--- src/hw/fm_reg_macros.svh ---
// Sizes are fixed by the OPM slot layout; changing them breaks the {op, ch} slot packing
`ifndef FM_REG_MACROS_SVH
`define FM_REG_MACROS_SVH

// One slot per operator of every channel
`define FM_SLOTS    32
`define FM_CHANNELS 8
`define FM_OPS      4

// Worst case for a pending write, in cen cycles
// 32 cycles for the operator ring to come round, plus the busy release
// and one cycle of slack
`define FM_WR_TIMEOUT 34

`endif

--- src/hw/fm_reg_pkg.sv ---
// Field widths follow the OPM register map; data bytes carry the OPM bit packing
package fm_reg_pkg;

    typedef logic [4:0] slot_t;    // {op, ch}
    typedef logic [2:0] chan_t;
    typedef logic [1:0] opsel_t;   // 0 M1, 1 M2, 2 C1, 3 C2
    typedef logic [2:0] alg_t;

    typedef enum logic [3:0] {
        RL_FB_CON, KC, KF, PMS_AMS,                          // Channel fields
        DT1_MUL, TL, KS_AR, AMSEN_D1R, DT2_D2R, D1L_RR,      // Operator fields
        KEYON
    } reg_field_e;

    typedef enum logic {IDLE, PENDING} ctrl_state_e;

    typedef struct packed {
        logic [2:0] dt1;
        logic [3:0] mul;
        logic [6:0] tl;
        logic [1:0] ks;
        logic [4:0] arate;
        logic       amsen;
        logic [4:0] rate1;
        logic [1:0] dt2;
        logic [4:0] rate2;
        logic [3:0] d1l;
        logic [3:0] rrate;
    } op_par_t;

    typedef struct packed {
        logic [1:0] rl;
        logic [2:0] fb;
        alg_t       con;
        logic [6:0] kc;
        logic [5:0] kf;
        logic [2:0] pms;
        logic [1:0] ams;
    } ch_par_t;

    typedef struct packed {
        logic from_m1;
        logic from_m2;
        logic from_c1;
        logic carrier;
    } route_t;

    typedef struct packed {
        reg_field_e field;
        opsel_t     op;
        chan_t      ch;
        logic [7:0] data;
    } wr_req_t;

endpackage

--- src/hw/fm_slot_ctrl.sv ---
// One write pending at a time; writes arriving while busy are dropped, not queued
module fm_slot_ctrl (
    input  logic                   clk,
    input  logic                   rst,
    input  logic                   cen,
    input  logic                   wr,
    input  fm_reg_pkg::wr_req_t    wr_req,
    output fm_reg_pkg::slot_t      cycles,
    output logic                   zero,
    output logic                   half,
    output logic                   busy,
    output logic                   op_up,
    output logic                   ch_up,
    output fm_reg_pkg::reg_field_e up_field,
    output logic [7:0]             up_data,
    output logic                   kon_wr,
    output fm_reg_pkg::wr_req_t    kon_req
);
    import fm_reg_pkg::*;

    ctrl_state_e state;
    wr_req_t     req_q;      // Write waiting for its slot
    logic        accept;
    logic        is_op;
    logic        head_hit;
    logic        update;

    function automatic logic op_field(reg_field_e f);
        return f inside {DT1_MUL, TL, KS_AR, AMSEN_D1R, DT2_D2R, D1L_RR};
    endfunction

    assign accept = wr && !busy;
    assign busy   = (state == PENDING);

    // Key-on bypasses the pending path entirely
    assign kon_wr  = accept && (wr_req.field == KEYON);
    assign kon_req = wr_req;

    // Operator fields wait for the exact slot, channel fields for any slot of the channel
    assign is_op    = op_field(req_q.field);
    assign head_hit = is_op ? (cycles == {req_q.op, req_q.ch})
                            : (cycles[2:0] == req_q.ch);
    assign update   = busy && cen && head_hit;

    assign op_up    = update && is_op;
    assign ch_up    = update && !is_op;
    assign up_field = req_q.field;
    assign up_data  = req_q.data;

    assign zero = (cycles == 5'd0);
    assign half = (cycles[3:0] == 4'd0);   // Slots 0 and 16

    always_ff @(posedge clk or posedge rst) begin
        if (rst) begin
            cycles <= '0;
        end else if (cen) begin
            cycles <= cycles + 5'd1;           // Wraps 31 to 0
        end
    end

    always_ff @(posedge clk or posedge rst) begin
        if (rst) begin
            state <= IDLE;
        end else begin
            case (state)
                IDLE: begin
                    if (accept && wr_req.field != KEYON) begin
                        state <= PENDING;
                    end
                end
                PENDING: begin
                    if (update) begin
                        state <= IDLE;     // Busy drops on the clock after the strobe
                    end
                end
                default: state <= IDLE;
            endcase
        end
    end

    always_ff @(posedge clk) begin
        if (accept) begin
            req_q <= wr_req;
        end
    end

endmodule

--- src/hw/fm_op_regs.sv ---
// Ring stays aligned to the slot counter only if both see the same reset and cen
`include "fm_reg_macros.svh"

module fm_op_regs (
    input  logic                   clk,
    input  logic                   rst,
    input  logic                   cen,
    input  logic                   op_up,
    input  fm_reg_pkg::reg_field_e up_field,
    input  logic [7:0]             up_data,
    output fm_reg_pkg::op_par_t    op_par
);
    import fm_reg_pkg::*;

    op_par_t ring [`FM_SLOTS];   // Entry 0 is the current slot
    op_par_t head_new;

    // Replace only the fields carried by one register byte
    function automatic op_par_t merge(op_par_t cur, reg_field_e f, logic [7:0] d);
        op_par_t p;
        p = cur;
        case (f)
            DT1_MUL: begin
                p.dt1 = d[6:4];
                p.mul = d[3:0];
            end
            TL: p.tl = d[6:0];
            KS_AR: begin
                p.ks    = d[7:6];
                p.arate = d[4:0];
            end
            AMSEN_D1R: begin
                p.amsen = d[7];
                p.rate1 = d[4:0];
            end
            DT2_D2R: begin
                p.dt2   = d[7:6];
                p.rate2 = d[4:0];
            end
            D1L_RR: begin
                p.d1l   = d[7:4];
                p.rrate = d[3:0];
            end
            default: p = cur;    // Channel fields and key-on never land here
        endcase
        return p;
    endfunction

    assign head_new = op_up ? merge(ring[0], up_field, up_data) : ring[0];
    assign op_par   = ring[0];

    always_ff @(posedge clk or posedge rst) begin
        if (rst) begin
            for (int i = 0; i < `FM_SLOTS; i++) begin
                ring[i] <= '0;
            end
        end else if (cen) begin
            for (int i = 0; i < `FM_SLOTS - 1; i++) begin
                ring[i] <= ring[i + 1];
            end
            ring[`FM_SLOTS - 1] <= head_new;   // Head goes round to the tail
        end
    end

endmodule

--- src/hw/fm_ch_regs.sv ---
// Eight entries rotate once per channel step, so every operator slot of a channel sees it
`include "fm_reg_macros.svh"

module fm_ch_regs (
    input  logic                   clk,
    input  logic                   rst,
    input  logic                   cen,
    input  logic                   ch_up,
    input  fm_reg_pkg::reg_field_e up_field,
    input  logic [7:0]             up_data,
    output fm_reg_pkg::ch_par_t    ch_par
);
    import fm_reg_pkg::*;

    ch_par_t ring [`FM_CHANNELS];   // Entry 0 matches cycles[2:0]
    ch_par_t head_new;

    function automatic ch_par_t merge(ch_par_t cur, reg_field_e f, logic [7:0] d);
        ch_par_t p;
        p = cur;
        case (f)
            RL_FB_CON: begin
                p.rl  = d[7:6];
                p.fb  = d[5:3];
                p.con = d[2:0];
            end
            KC: p.kc = d[6:0];
            KF: p.kf = d[7:2];      // Low two bits unused
            PMS_AMS: begin
                p.pms = d[6:4];
                p.ams = d[1:0];
            end
            default: p = cur;
        endcase
        return p;
    endfunction

    assign head_new = ch_up ? merge(ring[0], up_field, up_data) : ring[0];
    assign ch_par   = ring[0];

    always_ff @(posedge clk or posedge rst) begin
        if (rst) begin
            for (int i = 0; i < `FM_CHANNELS; i++) begin
                ring[i] <= '0;
            end
        end else if (cen) begin
            for (int i = 0; i < `FM_CHANNELS - 1; i++) begin
                ring[i] <= ring[i + 1];
            end
            ring[`FM_CHANNELS - 1] <= head_new;
        end
    end

endmodule

--- src/hw/fm_keyon.sv ---
// Key-on writes apply at once, even with cen low; mask bit 3+n keys operator n of the channel
`include "fm_reg_macros.svh"

module fm_keyon (
    input  logic                clk,
    input  logic                rst,
    input  logic                cen,
    input  fm_reg_pkg::slot_t   cycles,
    input  logic                kon_wr,
    input  fm_reg_pkg::wr_req_t kon_req,
    input  logic                csm,
    input  logic                overflow_a,
    output logic                keyon
);

    logic [`FM_SLOTS-1:0] kon_q;     // Indexed by {op, ch}
    logic [4:0]           csm_cnt;   // Slots seen in the CSM round
    logic                 csm_on;

    always_ff @(posedge clk or posedge rst) begin
        if (rst) begin
            kon_q <= '0;
        end else if (kon_wr) begin
            for (int i = 0; i < `FM_OPS; i++) begin
                kon_q[i * `FM_CHANNELS + int'(kon_req.data[2:0])] <= kon_req.data[3 + i];
            end
        end
    end

    // A new overflow restarts the round
    always_ff @(posedge clk or posedge rst) begin
        if (rst) begin
            csm_on  <= 1'b0;
            csm_cnt <= '0;
        end else if (overflow_a && csm) begin
            csm_on  <= 1'b1;
            csm_cnt <= '0;
        end else if (csm_on && cen) begin
            csm_cnt <= csm_cnt + 5'd1;
            if (csm_cnt == 5'(`FM_SLOTS - 1)) begin
                csm_on <= 1'b0;        // Full round done
            end
        end
    end

    assign keyon = csm_on || kon_q[cycles];

endmodule

--- src/hw/fm_mod_route.sv ---
// Pure decode; M1 self-feedback is signalled through fb, not through these flags
module fm_mod_route (
    input  fm_reg_pkg::alg_t   con,
    input  fm_reg_pkg::opsel_t cur_op,
    output fm_reg_pkg::route_t route
);

    always_comb begin
        route = '0;
        case (cur_op)
            2'd0: begin                                   // M1
                route.carrier = (con == 3'd7);
            end
            2'd1: begin                                   // M2
                route.from_m1 = (con == 3'd1) || (con == 3'd5);
                route.from_c1 = (con <= 3'd2);
                route.carrier = (con >= 3'd5);
            end
            2'd2: begin                                   // C1
                // Fed by M1 except in algorithms 1, 2 and 7
                route.from_m1 = (con != 3'd1) && (con != 3'd2) && (con != 3'd7);
                route.carrier = (con >= 3'd4);
            end
            2'd3: begin                                   // C2
                route.from_m1 = (con == 3'd2) || (con == 3'd5);
                route.from_m2 = (con <= 3'd4);
                route.from_c1 = (con == 3'd3);
                route.carrier = 1'b1;                     // Always an output
            end
            default: route = '0;
        endcase
    end

endmodule

--- src/hw/fm_reg_top.sv ---
// All slot outputs refer to cycles on the same clock; no pipeline stage offsets
module fm_reg_top (
    input  logic                clk,
    input  logic                rst,
    input  logic                cen,
    input  logic                wr,
    input  fm_reg_pkg::wr_req_t wr_req,
    input  logic                csm,
    input  logic                overflow_a,
    output logic                busy,
    output fm_reg_pkg::slot_t   cycles,
    output logic                zero,
    output logic                half,
    output fm_reg_pkg::op_par_t op_par,
    output fm_reg_pkg::ch_par_t ch_par,
    output fm_reg_pkg::route_t  route,
    output logic                keyon
);
    import fm_reg_pkg::*;

    logic       op_up;
    logic       ch_up;
    reg_field_e up_field;
    logic [7:0] up_data;
    logic       kon_wr;
    wr_req_t    kon_req;

    fm_slot_ctrl u_ctrl (
        .clk      (clk),
        .rst      (rst),
        .cen      (cen),
        .wr       (wr),
        .wr_req   (wr_req),
        .cycles   (cycles),
        .zero     (zero),
        .half     (half),
        .busy     (busy),
        .op_up    (op_up),
        .ch_up    (ch_up),
        .up_field (up_field),
        .up_data  (up_data),
        .kon_wr   (kon_wr),
        .kon_req  (kon_req)
    );

    fm_op_regs u_op_regs (.clk(clk), .rst(rst), .cen(cen), .op_up(op_up),
                          .up_field(up_field), .up_data(up_data), .op_par(op_par));

    fm_ch_regs u_ch_regs (.clk(clk), .rst(rst), .cen(cen), .ch_up(ch_up),
                          .up_field(up_field), .up_data(up_data), .ch_par(ch_par));

    fm_keyon u_keyon (.clk(clk), .rst(rst), .cen(cen), .cycles(cycles),
                      .kon_wr(kon_wr), .kon_req(kon_req), .csm(csm),
                      .overflow_a(overflow_a), .keyon(keyon));

    // Operator of the current slot sits in the top two bits
    fm_mod_route u_route (.con(ch_par.con), .cur_op(cycles[4:3]), .route(route));

endmodule

--- config.mk ---
export PLATFORM = sky130hd
export DESIGN_NAME = fm_reg_top
export DESIGN_NICKNAME = d
export VERILOG_FILES = /design/src/hw/fm_reg_pkg.sv /design/src/hw/fm_slot_ctrl.sv /design/src/hw/fm_op_regs.sv /design/src/hw/fm_ch_regs.sv /design/src/hw/fm_keyon.sv /design/src/hw/fm_mod_route.sv /design/src/hw/fm_reg_top.sv
export VERILOG_INCLUDE_DIRS = /design/src /design/src/hw
export SDC_FILE = /design/constraint.sdc
export NUM_CORES = 2
export LEC_CHECK = 0
export BUFFER_PORTS_ARGS = -buffer_cell sky130_fd_sc_hd__buf_2
export CORE_MARGIN = 3
export CORE_UTILIZATION = 56
export CTS_BUF_LIST = sky130_fd_sc_hd__clkbuf_8 sky130_fd_sc_hd__clkbuf_16
export DETAILED_ROUTE_END_ITERATION = 12
export PLACE_DENSITY = 0.84
export SKIP_LAST_GASP = 1
export SYNTH_ARGS = -nofsm -noshare
export SYNTH_HDL_FRONTEND = slang
export SYNTH_HIERARCHICAL = 1
export SYNTH_SLANG_ARGS = --single-unit
export TNS_END_PERCENT = 5
--- constraint.sdc ---
create_clock -name clk -period 40.4 [get_ports clk]
set_clock_uncertainty 0.1 [all_clocks]
set_input_delay 2.02 -clock clk [delete_from_list [all_inputs] [get_ports clk]]
set_output_delay 2.02 -clock clk [all_outputs]
set_load 0.01 [all_outputs]
==> metrics.md <==
| Metric | Value |
|---|---|
| Status | finished, final reports clean |
| Post CTS Setup Buffer Count | 0 |
| CP Capture Type | flip-flop |
| Reg area | about 0.040 mm² |
| Tightest Hold Check Type | flip-flop to flip-flop |
| PortBufs | between 100 and 150 |
| # Max-Cap Violations | 0 |
| Synth Instances | slightly below 4000 |
| Routed WL per cell | just under 20 µm |
| Final WL | between 100000 and 150000 µm |
| Worst path arrival time | 6810 ps |
| Req. time, crit path | between 40000 and 50000 ps |
| Hold Crit Endpoint | u_op_regs/ring[437]$_DFFE_PP0P_ |
| CP max stage delay | between 900 and 1000 ps |
| Vias in the first global route | about 32000 |
| FF-to-FF End | u_op_regs/ring[21]$_DFFE_PP0P_ |
| Final setup fails | 0 |
| Critical path fanouts, max | roughly 170 |
| Post-Syn Nets | just under 4000 |
| Post-detail-place hpwl | just over 60000 µm |
| YS warnings | 6 |
| Fmax achieved | around 160 MHz |
| Clock latency on the worst-skew pair | 740 ps |
| CP Launch Point | cen |
| Worst rel slew slack | a little under a quarter |
| DRT Pass-1 Iters | 5 |
| Total GRT Usage | between 10% and 20% |
| PostCTS Resize Cnt | 0 |
| Critical R2R Launch | u_ctrl/cycles[2]$_DFFE_PP0P_ |
| Fraction of layout cells with a size suffix above 1 | about 48% |
| Longest Clk Path Bufs | 3 |
| Period Utilization, post-route | 15.5% |
| GRT busiest layer | met2 |
| CTS sink count | between 1500 and 2000 |
| I/O pin total | between 100 and 150 |
| Pin count of the biggest net entering global routing | between 150 and 200 |
| Die Wd | around 340 µm |
| Chip height | ~340 µm |
| Vias | 30033 |
| Core area | roughly 0.11 mm² |
| Pleak | about 0.033 µW |
| CTS tree | yes |
| Initial DRC Count | roughly 2100 |
| Placement Rows | approximately 120 |
| Clock transition at the registers of the reported paths | about 60 ps |
| Final hold vios | 0 |
| Worst R2R Path Depth | 7 |
| Cell Count, Final, Fillers Out | 5475 |
| First-pass GRT wire length | 174000 µm |
| Routability cong. | between 0.7 and 0.8 |
| Nets | around 3900 |
| VDD IR max | 0.0427 mV |
| Slew @ Worst Pin | roughly 1200 ps |
| Crit Path Class | input port to flip-flop |
| Grt total ovfl | 0 |
| Pwr Density | a little over 70 mW/mm² |
| Area of the multi-input gates | roughly 0.021 mm² |
| Initial antenna violation count | 6 |
| Placed insts | approximately 5200 |
| Initial Util | around 57% |
| Slowest CP cell | buf_4 |
| Syn-to-layout area delta | 9.38% |
| Flop-to-flop setup slack | ~37000 ps |
| Met2 Resource Use GR | 28.6% |
| CTS root buffer | clkbuf_16 |
| Drc violations | 0 |
| Total CTS buffers | 153 |
| Htree depth | 4 |
| Critical path cell sequence | buf_12 > buf_4 > buf_4 > buf_4 > buf_4 > mux2_2 |
| Hold Path Cell Cnt | 1 |
| Hold Crit Start | u_op_regs/ring[395]$_DFFE_PP0P_ |
| Setup_tns | 0 ps |
| RSZ-0062 raised after global routing | no |
| Routed Antenna Nets | 0 |
| Top cell by count, worst path | buf_4 |
| Min Tclk post-route | around 6300 ps |
| Synth Cell Area | 0.0638 mm² |
| Vias/cell | 5.49 |
| Slew Limit Fails | 0 |
| Fillers | around 7600 |
| Die Area | roughly 0.12 mm² |
| Hold_buf cts | 0 |
| Avg Cell Area, Syn | approximately 17 µm² |
| GRT met3 Usage | between 3 and 4% |
| CP Launch Type | input port |
| Met1 Use GR | about a quarter |
sequential cells by signal (all words and copies together), names as in the netlist:
name,count
u_op_regs/ring,1302
u_op_regs/op_par,42
u_ch_regs/ring,182
u_keyon/kon_q,32
u_keyon/csm_cnt,5
u_keyon/csm_on,1
u_ctrl/up_data,8
u_ch_regs/ch_par,26
u_ctrl/cycles,5
u_ctrl/req_q,5
u_ctrl/busy,1
u_ctrl/up_field,4
worst max-delay path: cells and delay by family:
family / cells / cell delay [ps]
buffers and inverters: 5 / 4010
muxes: 1 / 430
cells in the final DEF (no fill, tap or decap), drive strengths merged, types with 3 or more instances in the layout:
cell	n
nand4	4
nand2	40
edfxtp	17
clkinvlp	3
nor2b	11
clkbuf	197
ha	4
nand3	49
mux2i	18
nand4b	4
nor3	3
a21oi	10
a22oi	4
and3b	9
bufinv	13
o21ai	73
buf	139
xor2	9
nor3b	5
dfrtp	1596
inv	44
a31oi	68
nor2	76
nand2b	4
mux2	1516
clkinv	31
xnor2	4
how the worst max path moves through the flow:
stage                                                   to  cells after the start
after floorplan            u_op_regs/op_par[0]$_DFFE_PP0P_                      1
after global placement    u_op_regs/ring[1204]$_DFFE_PP0P_                      6
after detailed placement   u_op_regs/ring[369]$_DFFE_PP0P_                      6
after CTS                 u_op_regs/op_par[36]$_DFFE_PP0P_                      6
after global routing      u_op_regs/op_par[36]$_DFFE_PP0P_                      6
final                      u_op_regs/ring[369]$_DFFE_PP0P_                      6
per-layer routing:
layer / vias up / part of all wire [%]
met5: - / 0.010
met4: 2 / 2.3
met3: 168 / 5.0
met2: 511 / 48
met1: 15828 / 45
li1: 13524 / -
per-stage QoR:
step / util (%) / power, µW / setup slack [ps] / instance area, µm² / hold slack (ps)
after global routing: 61.8 / 5220 / 33860 / 69800 / 403
final: 61.8 / 4960 / 34120 / 69800 / 389
after floorplan: - / 3290 / 391 / 63800 / 358
after global placement: 57.1 / 3410 / 33530 / 64400 / 367
after CTS: 61.8 / 5020 / 34240 / 69800 / 388
after detailed placement: 57.1 / 3500 / 33460 / 64400 / 385
where the power goes:
part           switching, µW  leakage (µW)  internal [µW]  total [µW]
registers                373        0.0205           2210        2590
clock network            608       0.00274            867        1480
logic                    277        0.0101            625         902
total                   1260        0.0334           3710        4960
area by class of cell:
cell class                 instances  area share, %
sequential                      1613           58.0
inverter                          11         0.0807
multi-input combinational       1933           30.4
timing repair buffer             139           1.22
antenna                            2        0.00717
clock buffer                     197           6.42
tap                             1500           2.69
clock inverter                    80           1.21
(Power assumes the default switching activity.)
